File: config.mk
export PLATFORM = sky130hd
export DESIGN_NAME = sdmac_fifo_top
export DESIGN_NICKNAME = d
export VERILOG_FILES = /design/src/design/fifo_types_pkg.sv /design/src/design/sdmac_reg_pkg.sv /design/src/design/fifo.sv /design/src/design/fifo_byte_ptr.sv /design/src/design/fifo_ctrl.sv /design/src/design/fifo_fill_ctr.sv /design/src/design/fifo_write_strobes.sv /design/src/design/sdmac_fifo_top.sv
export VERILOG_INCLUDE_DIRS = /design/src /design/src/design
export SDC_FILE = /design/constraint.sdc
export NUM_CORES = 1
export LEC_CHECK = 0
export BUFFER_PORTS_ARGS = -buffer_cell sky130_fd_sc_hd__buf_2
export CELL_PAD_IN_SITES_DETAIL_PLACEMENT = 0
export CELL_PAD_IN_SITES_GLOBAL_PLACEMENT = 1
export CORE_ASPECT_RATIO = 0.7
export CORE_UTILIZATION = 51
export CTS_BUF_LIST = sky130_fd_sc_hd__clkbuf_16
export DETAILED_ROUTE_END_ITERATION = 7
export HOLD_SLACK_MARGIN = 0.15
export PLACE_DENSITY_LB_ADDON = 0.1
export SLEW_MARGIN = 5
export SYNTH_ARGS = -nofsm -noshare
export SYNTH_HDL_FRONTEND = slang
export SYNTH_SLANG_ARGS = --single-unit
export TNS_END_PERCENT = 10
File: constraint.sdc
create_clock -name clk -period 3.05 [get_ports clk]
set_input_delay 0.4575 -clock clk [delete_from_list [all_inputs] [get_ports clk]]
set_output_delay 0.4575 -clock clk [all_outputs]
set_load 0.02 [all_outputs]
File: src/design/fifo_config.svh
// SDMAC FIFO configuration macros for entry count, longword width and ACR offset
`ifndef FIFO_CONFIG_SVH
`define FIFO_CONFIG_SVH

// Number of longword entries, 32 bytes in total
`define FIFO_DEPTH 8

// Longword width in bits
`define FIFO_DATA_W 32

// ACR register offset, a write here presets the byte pointer
`define ACR_OFFSET 8'h0C

`endif

File: src/design/fifo_types_pkg.sv
// FIFO data-path types for longwords, SCSI bytes, lane enables and pointers
`default_nettype none

`include "fifo_config.svh"

package fifo_types_pkg;

  typedef logic [`FIFO_DATA_W-1:0] long_word_t;             // One FIFO entry
  typedef logic [7:0] byte_t;                               // SCSI side byte

  // One write enable per byte lane, bit 3 covers bits 31:24
  typedef logic [`FIFO_DATA_W/8-1:0] lane_en_t;

  typedef logic [$clog2(`FIFO_DEPTH)-1:0] fifo_ptr_t;       // Next in / next out index
  typedef logic [$clog2(`FIFO_DEPTH+1)-1:0] fill_cnt_t;     // Occupancy, 0 up to depth

  // Byte lane of the entry being built, 0 is the top byte
  typedef logic [1:0] byte_ptr_t;

endpackage

`default_nettype wire

File: src/design/sdmac_reg_pkg.sv
// SDMAC register-side types for the register offset and byte pointer actions
`default_nettype none

package sdmac_reg_pkg;

  typedef logic [7:0] reg_addr_t;   // Register offset on the CPU bus

  // What the byte pointer does at the next edge
  typedef enum logic [1:0] {
    BP_HOLD   = 2'd0,               // Keep current lane
    BP_INC    = 2'd1,               // Byte stored, step to next lane
    BP_PRESET = 2'd2                // ACR write, load from MID25
  } bp_action_e;

endpackage

`default_nettype wire

File: src/design/fifo.sv
// SDMAC FIFO of eight longwords with lane writes, entry pointers and status
`timescale 1ns/10ps
`default_nettype none

`include "fifo_config.svh"

module fifo (
  input  wire logic                       clk,
  input  wire logic                       arst_n,
  input  wire logic                       flush,      // RST_FIFO equivalent
  input  wire logic                       ld_upper,
  input  wire logic                       ld_lower,
  input  wire logic                       ld_byte,
  input  wire logic                       commit,     // Advance next in
  input  wire logic                       pop,        // Advance next out
  input  wire logic                       mid25,
  input  wire sdmac_reg_pkg::bp_action_e  bp_action,
  input  wire fifo_types_pkg::long_word_t wr_data,
  output fifo_types_pkg::long_word_t      rd_data,    // Entry at next out
  output logic                            fifo_full,
  output logic                            fifo_empty,
  output logic                            bo_eq0,     // First byte lane
  output logic                            bo_eq3,     // Last byte lane
  output fifo_types_pkg::byte_ptr_t       byte_ptr
);
  import fifo_types_pkg::*;

  localparam int LANE_W = $bits(byte_t);
  localparam int LANES  = $bits(lane_en_t);

  long_word_t mem [`FIFO_DEPTH];   // Storage, no reset
  fifo_ptr_t  next_in;             // Entry being written
  fifo_ptr_t  next_out;            // Entry being read
  lane_en_t   lanes;

  fifo_write_strobes u_write_strobes (
    .byte_ptr (byte_ptr),
    .ld_upper (ld_upper),
    .ld_lower (ld_lower),
    .ld_byte  (ld_byte),
    .lanes    (lanes)
  );

  fifo_fill_ctr u_fill_ctr (
    .clk        (clk),
    .arst_n     (arst_n),
    .flush      (flush),
    .commit     (commit),
    .pop        (pop),
    .fifo_full  (fifo_full),
    .fifo_empty (fifo_empty)
  );

  fifo_byte_ptr u_byte_ptr (
    .clk    (clk),
    .arst_n (arst_n),
    .flush  (flush),
    .mid25  (mid25),
    .action (bp_action),
    .ptr    (byte_ptr)
  );

  // Entry pointers wrap at the depth
  always_ff @(posedge clk or negedge arst_n) begin
    if (!arst_n) begin
      next_in  <= '0;
      next_out <= '0;
    end else if (flush) begin
      next_in  <= '0;
      next_out <= '0;
    end else begin
      if (commit) next_in  <= next_in + 1'b1;
      if (pop)    next_out <= next_out + 1'b1;
    end
  end

  // Clocked lane writes replace the negedge strobes
  always_ff @(posedge clk) begin
    for (int i = 0; i < LANES; i++) begin
      if (lanes[i]) mem[next_in][i*LANE_W +: LANE_W] <= wr_data[i*LANE_W +: LANE_W];
    end
  end

  assign rd_data = mem[next_out];                 // Asynchronous read
  assign bo_eq0  = (byte_ptr == byte_ptr_t'(0));
  assign bo_eq3  = (byte_ptr == byte_ptr_t'(3));

  // Counter flags and pointers must agree at both ends
  a_ptrs_meet: assert property (@(posedge clk) disable iff (!arst_n)
    (fifo_empty || fifo_full) |-> (next_in == next_out))
    else $error("fifo: pointers disagree with fill count");

endmodule

`default_nettype wire

File: src/design/fifo_byte_ptr.sv
// SDMAC FIFO byte pointer with increment, ACR preset and flush
`timescale 1ns/10ps
`default_nettype none

module fifo_byte_ptr (
  input  wire logic                      clk,
  input  wire logic                      arst_n,
  input  wire logic                      flush,    // Back to lane 0
  input  wire logic                      mid25,    // Preset to 2 when set
  input  wire sdmac_reg_pkg::bp_action_e action,
  output fifo_types_pkg::byte_ptr_t      ptr
);
  import fifo_types_pkg::*;
  import sdmac_reg_pkg::*;

  localparam byte_ptr_t PRESET_MID = byte_ptr_t'(2);   // Half entry already there
  localparam byte_ptr_t PRESET_LOW = byte_ptr_t'(0);

  always_ff @(posedge clk or negedge arst_n) begin
    if (!arst_n) begin
      ptr <= '0;
    end else if (flush) begin
      ptr <= '0;
    end else begin
      case (action)
        BP_PRESET: ptr <= mid25 ? PRESET_MID : PRESET_LOW;
        BP_INC:    ptr <= ptr + 1'b1;                  // Wraps 3 to 0 on commit
        default:   ptr <= ptr;
      endcase
    end
  end

endmodule

`default_nettype wire

File: src/design/fifo_ctrl.sv
// SDMAC FIFO controller mapping word, byte and read handshakes plus ACR writes to strobes
`timescale 1ns/10ps
`default_nettype none

`include "fifo_config.svh"

module fifo_ctrl (
  input  wire logic                       word_valid,    // CPU side longword offered
  input  wire logic                       byte_valid,    // SCSI side byte offered
  input  wire logic                       rd_ready,      // Reader takes rd_data
  input  wire logic                       load_upper,    // Word write covers bits 31:16
  input  wire logic                       load_lower,    // Word write covers bits 15:0
  input  wire logic                       reg_wr,        // Register write strobe
  input  wire logic                       reg_mid25,     // Preset value select
  input  wire logic                       fifo_full,
  input  wire logic                       fifo_empty,
  input  wire fifo_types_pkg::long_word_t word_data,
  input  wire fifo_types_pkg::byte_t      byte_data,
  input  wire sdmac_reg_pkg::reg_addr_t   reg_addr,
  input  wire fifo_types_pkg::byte_ptr_t  byte_ptr,      // Lane of the entry in progress
  output logic                            word_ready,
  output logic                            byte_ready,
  output logic                            rd_valid,
  output logic                            ld_upper,      // LHWORD equivalent
  output logic                            ld_lower,      // LLWORD equivalent
  output logic                            ld_byte,       // LBYTE equivalent
  output logic                            commit,        // INCNI plus INCFIFO
  output logic                            pop,           // INCNO plus DECFIFO
  output sdmac_reg_pkg::bp_action_e       bp_action,
  output fifo_types_pkg::long_word_t      wr_lanes_data  // Data presented to all lanes
);
  import fifo_types_pkg::*;
  import sdmac_reg_pkg::*;

  localparam byte_ptr_t LAST_LANE = byte_ptr_t'(3);        // Bits 7:0, entry complete
  localparam reg_addr_t ACR_ADDR  = reg_addr_t'(`ACR_OFFSET);
  localparam int        LANES     = `FIFO_DATA_W / $bits(byte_t);

  logic word_xfer;   // Longword accepted this cycle
  logic byte_xfer;   // Byte accepted this cycle
  logic acr_hit;     // Write lands on the ACR

  always_comb begin
    // Words only start on a fresh entry
    word_ready = !fifo_full && (byte_ptr == '0);
    word_xfer  = word_valid && word_ready;
    byte_ready = !fifo_full && !word_xfer;                 // Word write wins a tie
    byte_xfer  = byte_valid && byte_ready;

    rd_valid = !fifo_empty;
    pop      = rd_valid && rd_ready;

    ld_upper = word_xfer && load_upper;
    ld_lower = word_xfer && load_lower;
    ld_byte  = byte_xfer;

    // Fourth byte closes the entry just like a word write
    commit = word_xfer || (byte_xfer && (byte_ptr == LAST_LANE));

    acr_hit = reg_wr && (reg_addr == ACR_ADDR);
    if (acr_hit) begin
      bp_action = BP_PRESET;                               // Preset beats increment
    end else if (byte_xfer) begin
      bp_action = BP_INC;
    end else begin
      bp_action = BP_HOLD;
    end

    // Byte copied to every lane, lane enables pick the one written
    wr_lanes_data = byte_xfer ? long_word_t'({LANES{byte_data}}) : word_data;
  end

endmodule

`default_nettype wire

File: src/design/fifo_fill_ctr.sv
// SDMAC FIFO occupancy counter producing the full and empty flags
`timescale 1ns/10ps
`default_nettype none

`include "fifo_config.svh"

module fifo_fill_ctr (
  input  wire logic clk,
  input  wire logic arst_n,
  input  wire logic flush,       // Empties the FIFO at the next edge
  input  wire logic commit,      // Entry finished, count up
  input  wire logic pop,         // Entry read, count down
  output logic      fifo_full,
  output logic      fifo_empty
);
  import fifo_types_pkg::*;

  localparam fill_cnt_t FULL_CNT = fill_cnt_t'(`FIFO_DEPTH);

  fill_cnt_t count;  // Occupied entries

  always_ff @(posedge clk or negedge arst_n) begin
    if (!arst_n) begin
      count <= '0;
    end else if (flush) begin
      count <= '0;                                  // Flush overrides traffic
    end else if (commit && !pop) begin
      count <= count + 1'b1;
    end else if (pop && !commit) begin
      count <= count - 1'b1;
    end                                             // Both or neither, no change
  end

  assign fifo_full  = (count == FULL_CNT);
  assign fifo_empty = (count == '0);

  // Ready and valid gating upstream must keep the count in range
  a_no_overflow: assert property (@(posedge clk) disable iff (!arst_n)
    !(commit && !pop && fifo_full))
    else $error("fifo_fill_ctr: overflow");

  a_no_underflow: assert property (@(posedge clk) disable iff (!arst_n)
    !(pop && fifo_empty))
    else $error("fifo_fill_ctr: underflow");

endmodule

`default_nettype wire

File: src/design/fifo_write_strobes.sv
// SDMAC FIFO lane write enable decode from word loads and the byte pointer
`timescale 1ns/10ps
`default_nettype none

module fifo_write_strobes (
  input  wire fifo_types_pkg::byte_ptr_t byte_ptr,   // Lane for byte loads
  input  wire logic                      ld_upper,   // Word write, top half
  input  wire logic                      ld_lower,   // Word write, bottom half
  input  wire logic                      ld_byte,    // Single byte write
  output fifo_types_pkg::lane_en_t       lanes       // Bit 3 is bits 31:24
);
  import fifo_types_pkg::*;

  localparam lane_en_t TOP_LANE = lane_en_t'(4'b1000);  // Pointer 0 lands here

  lane_en_t byte_lane;   // One hot lane chosen by the pointer
  lane_en_t word_lanes;  // Lane pairs from the word loads

  always_comb begin
    byte_lane  = TOP_LANE >> byte_ptr;                   // Big-endian byte order
    word_lanes = {{2{ld_upper}}, {2{ld_lower}}};         // UU/UM and LM/LL pairs
    lanes      = ({$bits(lane_en_t){ld_byte}} & byte_lane) | word_lanes;

    // Controller arbitration keeps the two paths apart
    assert (!(ld_byte && (ld_upper || ld_lower)))
      else $error("fifo_write_strobes: byte and word load together");
  end

endmodule

`default_nettype wire

File: src/design/sdmac_fifo_top.sv
// SDMAC FIFO top joining the handshake controller and the longword FIFO
`timescale 1ns/10ps
`default_nettype none

module sdmac_fifo_top (
  input  wire logic                       clk,
  input  wire logic                       arst_n,
  input  wire logic                       word_valid,   // CPU side
  output logic                            word_ready,
  input  wire fifo_types_pkg::long_word_t word_data,
  input  wire logic                       load_upper,
  input  wire logic                       load_lower,
  input  wire logic                       byte_valid,   // SCSI side
  output logic                            byte_ready,
  input  wire fifo_types_pkg::byte_t      byte_data,
  output logic                            rd_valid,     // Read side
  input  wire logic                       rd_ready,
  output fifo_types_pkg::long_word_t      rd_data,
  input  wire logic                       reg_wr,       // Register bus
  input  wire sdmac_reg_pkg::reg_addr_t   reg_addr,
  input  wire logic                       reg_mid25,
  input  wire logic                       fifo_flush,
  output logic                            fifo_full,
  output logic                            fifo_empty,
  output logic                            bo_eq0,
  output logic                            bo_eq3,
  output fifo_types_pkg::byte_ptr_t       byte_ptr
);
  import fifo_types_pkg::*;
  import sdmac_reg_pkg::*;

  logic       ld_upper;
  logic       ld_lower;
  logic       ld_byte;
  logic       commit;          // Entry done
  logic       pop;             // Entry consumed
  bp_action_e bp_action;
  long_word_t wr_lanes_data;   // Word or replicated byte

  fifo_ctrl u_ctrl (
    .word_valid    (word_valid),
    .byte_valid    (byte_valid),
    .rd_ready      (rd_ready),
    .load_upper    (load_upper),
    .load_lower    (load_lower),
    .reg_wr        (reg_wr),
    .reg_mid25     (reg_mid25),
    .fifo_full     (fifo_full),
    .fifo_empty    (fifo_empty),
    .word_data     (word_data),
    .byte_data     (byte_data),
    .reg_addr      (reg_addr),
    .byte_ptr      (byte_ptr),
    .word_ready    (word_ready),
    .byte_ready    (byte_ready),
    .rd_valid      (rd_valid),
    .ld_upper      (ld_upper),
    .ld_lower      (ld_lower),
    .ld_byte       (ld_byte),
    .commit        (commit),
    .pop           (pop),
    .bp_action     (bp_action),
    .wr_lanes_data (wr_lanes_data)
  );

  fifo u_fifo (
    .clk        (clk),
    .arst_n     (arst_n),
    .flush      (fifo_flush),
    .ld_upper   (ld_upper),
    .ld_lower   (ld_lower),
    .ld_byte    (ld_byte),
    .commit     (commit),
    .pop        (pop),
    .mid25      (reg_mid25),
    .bp_action  (bp_action),
    .wr_data    (wr_lanes_data),
    .rd_data    (rd_data),
    .fifo_full  (fifo_full),
    .fifo_empty (fifo_empty),
    .bo_eq0     (bo_eq0),
    .bo_eq3     (bo_eq3),
    .byte_ptr   (byte_ptr)
  );

endmodule

`default_nettype wire

==> impl_metrics.env, run 1 <==
export IMPL_routed_wl_met2_mm=10.61
export IMPL_ys_types=42
export IMPL_place_inst=941
export IMPL_ys_flop_type="edfxtp_1"
export IMPL_core_sq_um=20920
export IMPL_critPathTopFamily="multiplexers"
export IMPL_endpoint_kind="output port"
export IMPL_drive_above_1_share_pct=39.33
export IMPL_antenna_found_initial=0
export IMPL_cts_tree="built"
export IMPL_netlist_instances=554
export IMPL_grt_max_degree=67
export IMPL_grt_use_total_pct=22.14
export IMPL_synth_seq_area_share_pct=72.84
export IMPL_cts_buffers=26
export IMPL_row_count=44
export IMPL_max_stage_delay_ns=0.59
export IMPL_remaining_drc_errors=0
export IMPL_io_buffer_count=98
export IMPL_finalMaxSlewViolations=0
export IMPL_finalPower_w=0.01050
export IMPL_rsz0062_at_grt="false"
export IMPL_antenna_cells=0
export IMPL_worst_path_buf_inv=2
export IMPL_die_h_microns=124.7
export IMPL_reg2reg_setup_slack_ns=0.34
export IMPL_final_cell_mix="edfxtp_1 (256), buf_2 (98), mux4_2 (64), nor2_1 (41), buf_4 (36)"
export IMPL_hold_viol=0
export IMPL_hp_class="in2reg"
export IMPL_clkPwrFrac_pct=28.7
export IMPL_ys_warnings_count=0
export IMPL_syn_nets=621
export IMPL_power_density_nw_per_um2=817.1
export IMPL_num_vias=5713
export IMPL_crit_path_start_kind="flop"
export IMPL_worst_pin_slew_ns=0.6167
export IMPL_p_leak_nw=4.554
export IMPL_met1Wirelength_mm=11.20
export IMPL_fin_skew_ns=0.02398
export IMPL_ys_ff_latch=268
export IMPL_clock_latency_ns=0.54
export IMPL_combPwrFrac_pct=27.9
export IMPL_die_w_microns=177.3
export IMPL_layout_commonest_cell="edfxtp_1"
export IMPL_dieArea_sq_um=22100
export IMPL_finalNetCount=761
export IMPL_status="finished, final reports clean"
export IMPL_grt_pass1_wl_mm=35.37
export IMPL_syn_area_sq_um=10970
export IMPL_p_switching_w=0.003025
export IMPL_seq_power_share_pct=43.4
export IMPL_post_dp_hpwl_mm=15.37
export IMPL_initial_core_util_pct=52.42
export IMPL_async_flop_share_pct=4.478
export IMPL_finalWorstSetupSlack_ns=0.1825
export IMPL_gp_congestion=0.8217
export IMPL_wl_met3_mm=1.101
export IMPL_cts_root_buf="clkbuf_16"
export IMPL_clk_path_buf_depth=3
export IMPL_cp_max_fo=12
export IMPL_max_freq_ghz=0.3487
export IMPL_instances_no_fill=988
export IMPL_drt_initial_drc_count=412
export IMPL_drt_wirelength_per_cell_microns=23.97
export IMPL_setup_viol=0
export IMPL_syn_area_per_cell_sq_um=19.80
export IMPL_clk_pin_slew_ns=0.06
export IMPL_pin_count=99
export IMPL_post_route_period_util_pct=94.02
export IMPL_synth_edf_count=256
export IMPL_ant_nets=0
export IMPL_finalSetupTns_ns=0
export IMPL_dr_pass1_iters=4
export IMPL_htreeDepth=1
export IMPL_fin_crit_ns=2.867
export IMPL_pre_cts_ws_ns=0.3602
export IMPL_first_global_vias=5877
export IMPL_critPathKind="reg2out"
export IMPL_holdWs_ns=0.2450
export IMPL_top_layer="met4"
export IMPL_nFillCells=1544
export IMPL_routed_via_density=5.782
export IMPL_wl_mm=23.68
export IMPL_maxCapViolations=0
export IMPL_worstPathCellList="buf_4 -> mux4_2 -> mux2_2 -> buf_2"
export IMPL_required_ns=2.59
export IMPL_ir_drop_v=0.0004706
export IMPL_p_int_w=0.007472
export IMPL_cts_sinks=268
export IMPL_layout_area_overhead_vs_synth_pct=17.14
export IMPL_overflow=0
export IMPL_slew_headroom_pct=58.61
export IMPL_critPathArrivalTime_ns=2.41
export IMPL_crit_slowest_cell="dfrtp_4"
export IMPL_sw_frac_of_total_pct=28.82
-- final timing paths --
check / start / end / cells past startpoint
worst max-delay path: u_fifo.next_out[0]$_DFFE_PN0P_ / rd_data[5] / 4
min in group asynchronous: arst_n / u_fifo.u_byte_ptr.ptr[0]$_DFFE_PN0P_ / 2
max in group asynchronous: arst_n / u_fifo.next_out[0]$_DFFE_PN0P_ / 2
worst min register to register: u_fifo.u_fill_ctr.count[2]$_DFFE_PN0P_ / u_fifo.u_fill_ctr.count[2]$_DFFE_PN0P_ / 2
worst max register to register: u_fifo.u_byte_ptr.ptr[0]$_DFFE_PN0P_ / u_fifo.u_fill_ctr.count[3]$_DFFE_PN0P_ / 9
worst min-delay path: reg_mid25 / u_fifo.u_byte_ptr.ptr[1]$_DFFE_PN0P_ / 3
-- power by group through the flow --
stage | Clock, W | Sequential, W | Combinational, W
2_1_floorplan | 0 | 0.00454 | 0.00213
3_3_place_gp | 0 | 0.00461 | 0.00292
3_5_place_dp | 0 | 0.00463 | 0.00296
4_1_cts | 0.00307 | 0.00455 | 0.00297
5_1_grt | 0.00320 | 0.00458 | 0.00315
6_report | 0.00301 | 0.00455 | 0.00293
-- repair_timing --
action                                  4_1_cts  5_1_grt
buffers inserted                              0        0
hold endpoints to repair                     12        0
hold buffers                                  1        0
endpoints found under the setup margin        0        0
gates resized for setup                       0        0
-- worst reg2reg max path, cell delays in order, from the launching register on --
cell	delay, ns
dfrtp_1	0.44
inv_1	0.11
ha_1	0.27
a22o_1	0.28
nand3_1	0.21
ha_1	0.34
a21o_1	0.19
a221o_1	0.31
or4_1	0.40
nand4b_1	0.11
-- logic make-up (layout without fill, tap and decap cells) --
logic type | Yosys count | in the layout | synth area share, %
xor+xnor | 6 | 6 | 0.4792
simple gates | 88 | 88 | 4.187
buf+inv | 35 | 193 | 1.369
compound gates | 49 | 49 | 3.320
mux | 99 | 99 | 16.71
flops | 268 | 268 | 72.84
fa+ha+maj | 9 | 9 | 1.095
-- stage by stage --
stage | instance area [sq um] | util, %
after floorplan | 10970 | -
after global placement | 12040 | 57.54
after detailed placement | 12040 | 57.54
after CTS | 12850 | 61.41
after global routing | 12850 | 61.41
final | 12850 | 61.41
-- sequential cells by signal, indices dropped and copies added, names as in the netlist --
register	flops
u_fifo.mem	256
u_fifo.next_in	3
u_fifo.next_out	3
u_fifo.u_byte_ptr.ptr	2
u_fifo.u_fill_ctr.count	4
-- cell type report --
type	count	area, sq um	area share, %
multi-input cells	251	2829	22.02
clock buffers	26	650.6	5.065
well taps	276	345.3	2.688
clock inverters	20	147.6	1.149
inverters	8	30.03	0.2338
flip-flops and latches	268	7993	62.22
repair buffers	139	850.8	6.623
-- cell usage after synthesis (all sizes together), types with 2 or more instances --
master / number / area share (%)
edfxtp: 256 / 70
mux4: 64 / 13
nor2: 41 / 1.4
a21o: 36 / 2.5
mux2: 33 / 3.4
clkbuf: 16 / 0.55
dfrtp: 12 / 2.7
buf: 11 / 0.55
and2: 10 / 0.58
ha: 8 / 0.91
inv: 8 / 0.27
nand3: 7 / 0.32
and3: 5 / 0.30
nand2: 5 / 0.17
a21oi: 4 / 0.18
o21ai: 4 / 0.18
xnor2: 4 / 0.32
nand3b: 3 / 0.21
nand4b: 3 / 0.24
nor3: 3 / 0.14
nor3b: 3 / 0.21
mux2i: 2 / 0.18
or3b: 2 / 0.16
or4: 2 / 0.15
xor2: 2 / 0.16
-- routing by layer --
metal | vias to the layer above | GRT usage (%)
met4 | 0 | 7.491
met1 | 2976 | 33.84
met5 | - | 0
met3 | 34 | 3.358
li1 | 2542 | -
met2 | 161 | 32.72
Power figures use the tool's default switching activity.
==> run 2: changes to the inputs <==
Settings changed: MAX_ROUTING_LAYER from default to met4.
==> run 2 against run 1 <==
Effect of this change:
- sequential power hardly changed
- clock skew barely moved
- setup slack gained 0.0089 ns
- non-clock buffer count unchanged
==> impl_metrics.env, run 2 (synthesized netlist as in run 1, its figures left out) <==
export IMPL_remaining_drc_errors=0
export IMPL_pin_count=99
export IMPL_slew_headroom_pct=57.32
export IMPL_cp_depth=4
export IMPL_rsz0062_at_grt="false"
export IMPL_endpoint="rd_data[5]"
export IMPL_num_vias=5719
export IMPL_fin_crit_ns=2.859
export IMPL_critPathArrivalTime_ns=2.40
export IMPL_layout_area_overhead_vs_synth_pct=17.14
export IMPL_finalSetupTns_ns=0
export IMPL_drt_wirelength_per_cell_microns=23.97
export IMPL_ant_nets=0
export IMPL_cts_root_buf="clkbuf_16"
export IMPL_die_w_microns=177.3
export IMPL_antenna_cells=0
export IMPL_worst_pin_slew_ns=0.6359
export IMPL_crit_slowest_cell="dfrtp_4"
export IMPL_setup_viol=0
export IMPL_required_ns=2.59
export IMPL_power_density_nw_per_um2=817.2
export IMPL_wl_mm=23.68
export IMPL_finalPower_w=0.01050
export IMPL_clk_path_buf_depth=3
export IMPL_max_freq_ghz=0.3498
export IMPL_hold_viol=0
export IMPL_io_buffer_count=98
export IMPL_die_h_microns=124.7
export IMPL_ir_drop_v=0.0004624
export IMPL_clock_latency_ns=0.53
export IMPL_htreeDepth=1
export IMPL_initial_core_util_pct=52.42
export IMPL_grt_pass1_wl_mm=35.46
export IMPL_dr_pass1_iters=4
export IMPL_routed_via_density=5.788
export IMPL_final_cell_mix="edfxtp_1 (256), buf_2 (98), mux4_2 (64), nor2_1 (41), buf_4 (36)"
export IMPL_ff2ff_path_depth=9
export IMPL_row_count=44
export IMPL_overflow=0
export IMPL_crit_path_start_kind="flop"
export IMPL_largest_reg_flops=256
export IMPL_antenna_found_initial=0
export IMPL_maxCapViolations=0
export IMPL_holdBufCountCts=1
export IMPL_p_leak_nw=4.554
export IMPL_regMostFlops="u_fifo.mem"
export IMPL_critPathLaunch="u_fifo.next_out[0]$_DFFE_PN0P_"
export IMPL_first_global_vias=5863
export IMPL_gp_congestion=0.8341
export IMPL_finalMaxSlewViolations=0
export IMPL_r2r_start="u_fifo.u_byte_ptr.ptr[0]$_DFFE_PN0P_"
export IMPL_critPathTopFamily="multiplexers"
export IMPL_cts_tree="built"
export IMPL_worst_path_buf_inv=2
export IMPL_r2r_end="u_fifo.u_fill_ctr.count[3]$_DFFE_PN0P_"
export IMPL_critPathKind="reg2out"
export IMPL_reg2reg_setup_slack_ns=0.33
export IMPL_cp_max_fo=12
export IMPL_core_sq_um=20920
export IMPL_endpoint_kind="output port"
export IMPL_clk_pin_slew_ns=0.06
export IMPL_layout_commonest_cell="edfxtp_1"
export IMPL_fin_skew_ns=0.02406
export IMPL_grt_max_degree=67
export IMPL_dieArea_sq_um=22100
export IMPL_finish_utilization_pct=61.41
export IMPL_hp_class="in2reg"
export IMPL_post_dp_hpwl_mm=15.37
export IMPL_worstPathCellList="buf_4 -> mux4_2 -> mux2_2 -> buf_2"
export IMPL_finalNetCount=761
export IMPL_cts_resized=0
export IMPL_cts_buffers=26
export IMPL_drive_above_1_share_pct=39.33
export IMPL_cts_sinks=268
export IMPL_drt_initial_drc_count=370
export IMPL_post_route_period_util_pct=93.72
export IMPL_status="finished, final reports clean"
export IMPL_grt_use_total_pct=22.82
export IMPL_max_stage_delay_ns=0.59
export IMPL_reg_top3="u_fifo.mem: 256 flops, u_fifo.u_fill_ctr.count: 4 flops"
export IMPL_nFillCells=1544
export IMPL_cts_setup_buffers=0
-- run 2: through the flow --
step / hold slack, ns / setup WS [ns] / instance area [sq um] / cells
floorplan: 0.1619 / 0.3346 / 10970 / 554
global placement: 0.3575 / 0.4956 / 12040 / 941
detailed placement: 0.3690 / 0.3602 / 12040 / 941
CTS: 0.2281 / 0.1597 / 12850 / 988
global route: 0.2872 / 0.08941 / 12850 / 988
finish: 0.2442 / 0.1914 / 12850 / 988
-- run 2: tightest hold or removal path, cell delays in order --
cell and delay [ns]:
buf_2 0.10, nor2_1 0.11, a311oi_1 0.06
-- run 2: final cells by class --
type,instances,area [sq um],area share (%)
flip-flops and latches,268,7993,62.22
multi-input cells,251,2829,22.02
repair buffers,139,850.8,6.623
clock buffers,26,650.6,5.065
well taps,276,345.3,2.688
clock inverters,20,147.6,1.149
inverters,8,30.03,0.2338
-- run 2: worst min-delay path by stage --
stage          startpoint                                   end  cells past startpoint
6_report        reg_mid25  u_fifo.u_byte_ptr.ptr[1]$_DFFE_PN0P_                      3
5_1_grt         reg_mid25  u_fifo.u_byte_ptr.ptr[1]$_DFFE_PN0P_                      3
4_1_cts         reg_mid25  u_fifo.u_byte_ptr.ptr[1]$_DFFE_PN0P_                      3
3_5_place_dp       arst_n  u_fifo.u_byte_ptr.ptr[0]$_DFFE_PN0P_                      1
3_3_place_gp       arst_n  u_fifo.u_byte_ptr.ptr[0]$_DFFE_PN0P_                      1
2_1_floorplan      arst_n         u_fifo.next_in[0]$_DFFE_PN0P_                      0
-- run 2: power by group --
part	total, W	switching (W)	leakage [nW]	internal [W]
Clock	0.00301	0.00130	0.411	0.00171
Combinational	0.00293	0.00158	1.66	0.00135
Sequential	0.00455	0.000143	2.48	0.00441
-- run 2: routing by layer --
layer	part of all wire (%)	global-route usage (%)
met2	45	32.67
met5	0	-
met1	47	33.93
met3	4.8	3.358
met4	3.3	7.491
==> run 3: changes to the inputs <==
Settings changed: ABC_AREA from default to 1, CORE_ASPECT_RATIO 0.7 to default, CORE_UTILIZATION 51 to 48.
==> run 3 against run 2 <==
Effect of this change:
- area after synthesis increased by 2.0%
- fmax increased by 0.26%
- combinational power increased by 13%
- non-clock buffer count increased by 5
- cell count increased by 43%
- largest power group unchanged
- via count increased by 31%
- sequential share of layout area decreased by 2.0 points
- highest routed layer unchanged
- register-to-register slack improved by 0.27 ns
- design area increased by 3.3%
==> impl_metrics.env, run 3 <==
export IMPL_layout_commonest_cell="nor2_1"
export IMPL_synth_area_top_cells="edfxtp_1 (69%), nor2_1 (8.8%), o21ai_0 (5.9%), nand2_1 (3.2%), dfrtp_1 (2.7%)"
export IMPL_synth_edf_count=256
export IMPL_synth_seq_area_share_pct=71.41
export IMPL_pin_count=99
export IMPL_syn_area_per_cell_sq_um=11.68
export IMPL_seq_power_share_pct=39.6
export IMPL_initial_core_util_pct=49.11
export IMPL_regMostFlops="u_fifo.mem"
export IMPL_htreeDepth=1
export IMPL_max_freq_ghz=0.3507
export IMPL_ant_nets=0
export IMPL_gp_congestion=0.7901
export IMPL_ys_flop_type="edfxtp_1"
export IMPL_antenna_cells=0
export IMPL_cts_root_buf="clkbuf_16"
export IMPL_hp_class="in2reg"
export IMPL_rsz0062_at_grt="false"
export IMPL_netlist_instances=958
export IMPL_nFillCells=1917
export IMPL_yosysMostFrequentCell="nor2_1"
export IMPL_routed_via_density=5.320
export IMPL_ys_types=33
export IMPL_async_flop_share_pct=4.478
export IMPL_finalPower_w=0.01144
export IMPL_clk_pin_slew_ns=0.06
export IMPL_place_area_sq_um=12260
export IMPL_worstPathCellList="inv_4 -> buf_12 -> nor2_1 -> o22ai_1 -> nor2_1 -> a31oi_1 -> buf_2"
export IMPL_finalSetupTns_ns=0
export IMPL_row_count=55
export IMPL_cp_max_fo=56
export IMPL_first_global_vias=7216
export IMPL_clk_path_buf_depth=3
export IMPL_p_leak_nw=4.940
export IMPL_syn_area_sq_um=11190
export IMPL_syn_nets=1025
export IMPL_required_ns=2.59
export IMPL_cts_sinks=268
export IMPL_die_h_microns=154.7
export IMPL_crit_path_frequent_cell="nor2_1"
export IMPL_post_route_period_util_pct=93.48
export IMPL_hold_viol=0
export IMPL_multiInputGateArea_sq_um=2863
export IMPL_crit_slowest_cell="dfrtp_4"
export IMPL_grt_use_total_pct=24.39
export IMPL_synth_top_area_share_pct=68.72
export IMPL_setup_viol=0
export IMPL_die_w_microns=154.7
export IMPL_ir_drop_v=0.0005525
export IMPL_critPathKind="reg2out"
export IMPL_remaining_drc_errors=0
export IMPL_critPathArrivalTime_ns=2.39
export IMPL_maxCapViolations=0
export IMPL_io_buffer_count=98
export IMPL_grt_max_degree=65
export IMPL_fin_crit_ns=2.851
export IMPL_final_area_sq_um=13270
export IMPL_crit_path_start_kind="flop"
export IMPL_finish_utilization_pct=58.27
export IMPL_drt_wirelength_per_cell_microns=19.40
export IMPL_drive_above_1_share_pct=19.36
export IMPL_finalMaxSlewViolations=0
export IMPL_post_dp_hpwl_mm=16.60
export IMPL_sw_frac_of_total_pct=33.06
export IMPL_overflow=0
export IMPL_ys_ff_latch=268
export IMPL_fin_skew_ns=0.008731
export IMPL_synth_commonest_cells="nor2_1 (262), edfxtp_1 (256), o21ai_0 (132)"
export IMPL_slew_headroom_pct=61.07
export IMPL_wl_mm=27.41
export IMPL_antenna_found_initial=0
export IMPL_clock_latency_ns=0.53
export IMPL_worst_pin_slew_ns=0.5831
export IMPL_reg_top3="u_fifo.mem: 256 flops, u_fifo.u_fill_ctr.count: 4 flops"
export IMPL_dr_pass1_iters=5
export IMPL_p_switching_w=0.003783
export IMPL_core_sq_um=22780
export IMPL_dieArea_sq_um=23920
export IMPL_status="finished, final reports clean"
export IMPL_clkPwrFrac_pct=31.4
export IMPL_final_cell_mix="nor2_1 (262), edfxtp_1 (256), o21ai_0 (132), buf_2 (98), nand2_1 (94)"
export IMPL_register_area_sq_um=7995
export IMPL_layout_area_overhead_vs_synth_pct=18.66
export IMPL_num_vias=7517
export IMPL_p_int_w=0.007661
export IMPL_cts_buffers=28
export IMPL_combPwrFrac_pct=29.0
export IMPL_largest_reg_flops=256
export IMPL_drt_initial_drc_count=574
export IMPL_max_stage_delay_ns=0.60
export IMPL_synth_largest_area_cell="edfxtp_1"
export IMPL_endpoint_kind="output port"
export IMPL_grt_pass1_wl_mm=42.18
export IMPL_ys_warnings_count=0
export IMPL_finalNetCount=1145
export IMPL_power_density_nw_per_um2=862.2
export IMPL_cts_tree="built"
-- run 3: changes by cell type in the layout (fill, tap and decap cells not counted), moves of 9 or more --
cell / previous run / this run
nor2_1: 41 / 262
o21ai_0: 2 / 132
nand2_1: 5 / 94
mux4_2: 64 / 0
a21o_1: 35 / 0
mux2_2: 33 / 0
a31oi_1: 0 / 32
o22ai_1: 0 / 32
and2_1: 9 / 0
nand3_1: 7 / 16
-- run 3: what timing repair did --
action	4_1_cts	5_1_grt
resized for setup	0	2
buffers inserted	0	1
endpoints found under the setup margin	0	7
hold buffers	1	0
endpoints found under the hold margin	12	0
-- run 3: final timing paths --
kind / startpoint / to / slack, ns / cells after the start
max reg2reg: u_fifo.u_byte_ptr.ptr[0]$_DFFE_PN0P_ / u_fifo.u_fill_ctr.count[3]$_DFFE_PN0P_ / 0.60 / 16
max in group asynchronous: arst_n / u_fifo.next_out[0]$_DFFE_PN0P_ / 2.46 / 2
min: fifo_flush / u_fifo.next_out[1]$_DFFE_PN0P_ / 0.19 / 2
min in group asynchronous: arst_n / u_fifo.u_fill_ctr.count[0]$_DFFE_PN0P_ / 0.34 / 2
max: u_fifo.next_out[0]$_DFFE_PN0P_ / rd_data[22] / 0.20 / 7
min reg2reg: u_fifo.next_in[0]$_DFFE_PN0P_ / u_fifo.next_in[0]$_DFFE_PN0P_ / 0.60 / 1
-- run 3: worst max-delay path: cells and delay by family (launching register included) --
kind | cells | cell delay, ns
buffers and inverters | 3 | 0.67
DFF | 1 | 0.60
AOI/OAI and AO/OA | 2 | 0.42
and+or+nand+nor | 2 | 0.16
-- run 3: layer usage --
metal / vias up / wire (microns) / part of all wire, % / GRT usage [%]
met5: - / 0 / 0 / -
met4: 0 / 612 / 2.2 / 6.836
met3: 34 / 1322 / 4.8 / 3.026
met2: 197 / 12770 / 47 / 37.41
met1: 3631 / 12710 / 46 / 34.54
li1: 3655 / - / - / -
-- run 3: cell families after synthesis --
logic type / Yosys count / synth area share (%)
adder cells (fa/ha/maj): 9 / 1.074
XOR/XNOR: 1 / 0.07831
flip-flops: 268 / 71.41
AO/OA/AOI/OAI: 211 / 10.65
buffers and inverters: 81 / 2.998
AND/OR/NAND/NOR: 388 / 13.79
-- run 3: power groups by stage --
stage | clock [W] | combinational [W] | sequential (W)
6_report | 0.00359 | 0.00332 | 0.00453
5_1_grt | 0.00379 | 0.00369 | 0.00455
4_1_cts | 0.00365 | 0.00331 | 0.00454
3_5_place_dp | 0 | 0.00330 | 0.00462
3_3_place_gp | 0 | 0.00328 | 0.00461
2_1_floorplan | 0 | 0.00224 | 0.00453
-- run 3: through the flow --
| step | worst slack, ns | instances | hold WS (ns) |
|---|---|---|---|
| floorplan | 0.4589 | 958 | 0.1619 |
| global placement | 0.6645 | 1359 | 0.3565 |
| detailed placement | 0.6141 | 1359 | 0.3611 |
| CTS | 0.09543 | 1412 | 0.1764 |
| global route | 0.003624 | 1413 | 0.1748 |
| finish | 0.1989 | 1413 | 0.1934 |
-- run 3: cell type report --
cell class                 instances  area share (%)
sequential                       268           60.24
multi-input combinational        609           21.57
timing repair buffer             144           7.004
clock buffer                      29           5.468
tap                              313           2.951
clock inverter                    23           1.970
inverter                          27          0.8013
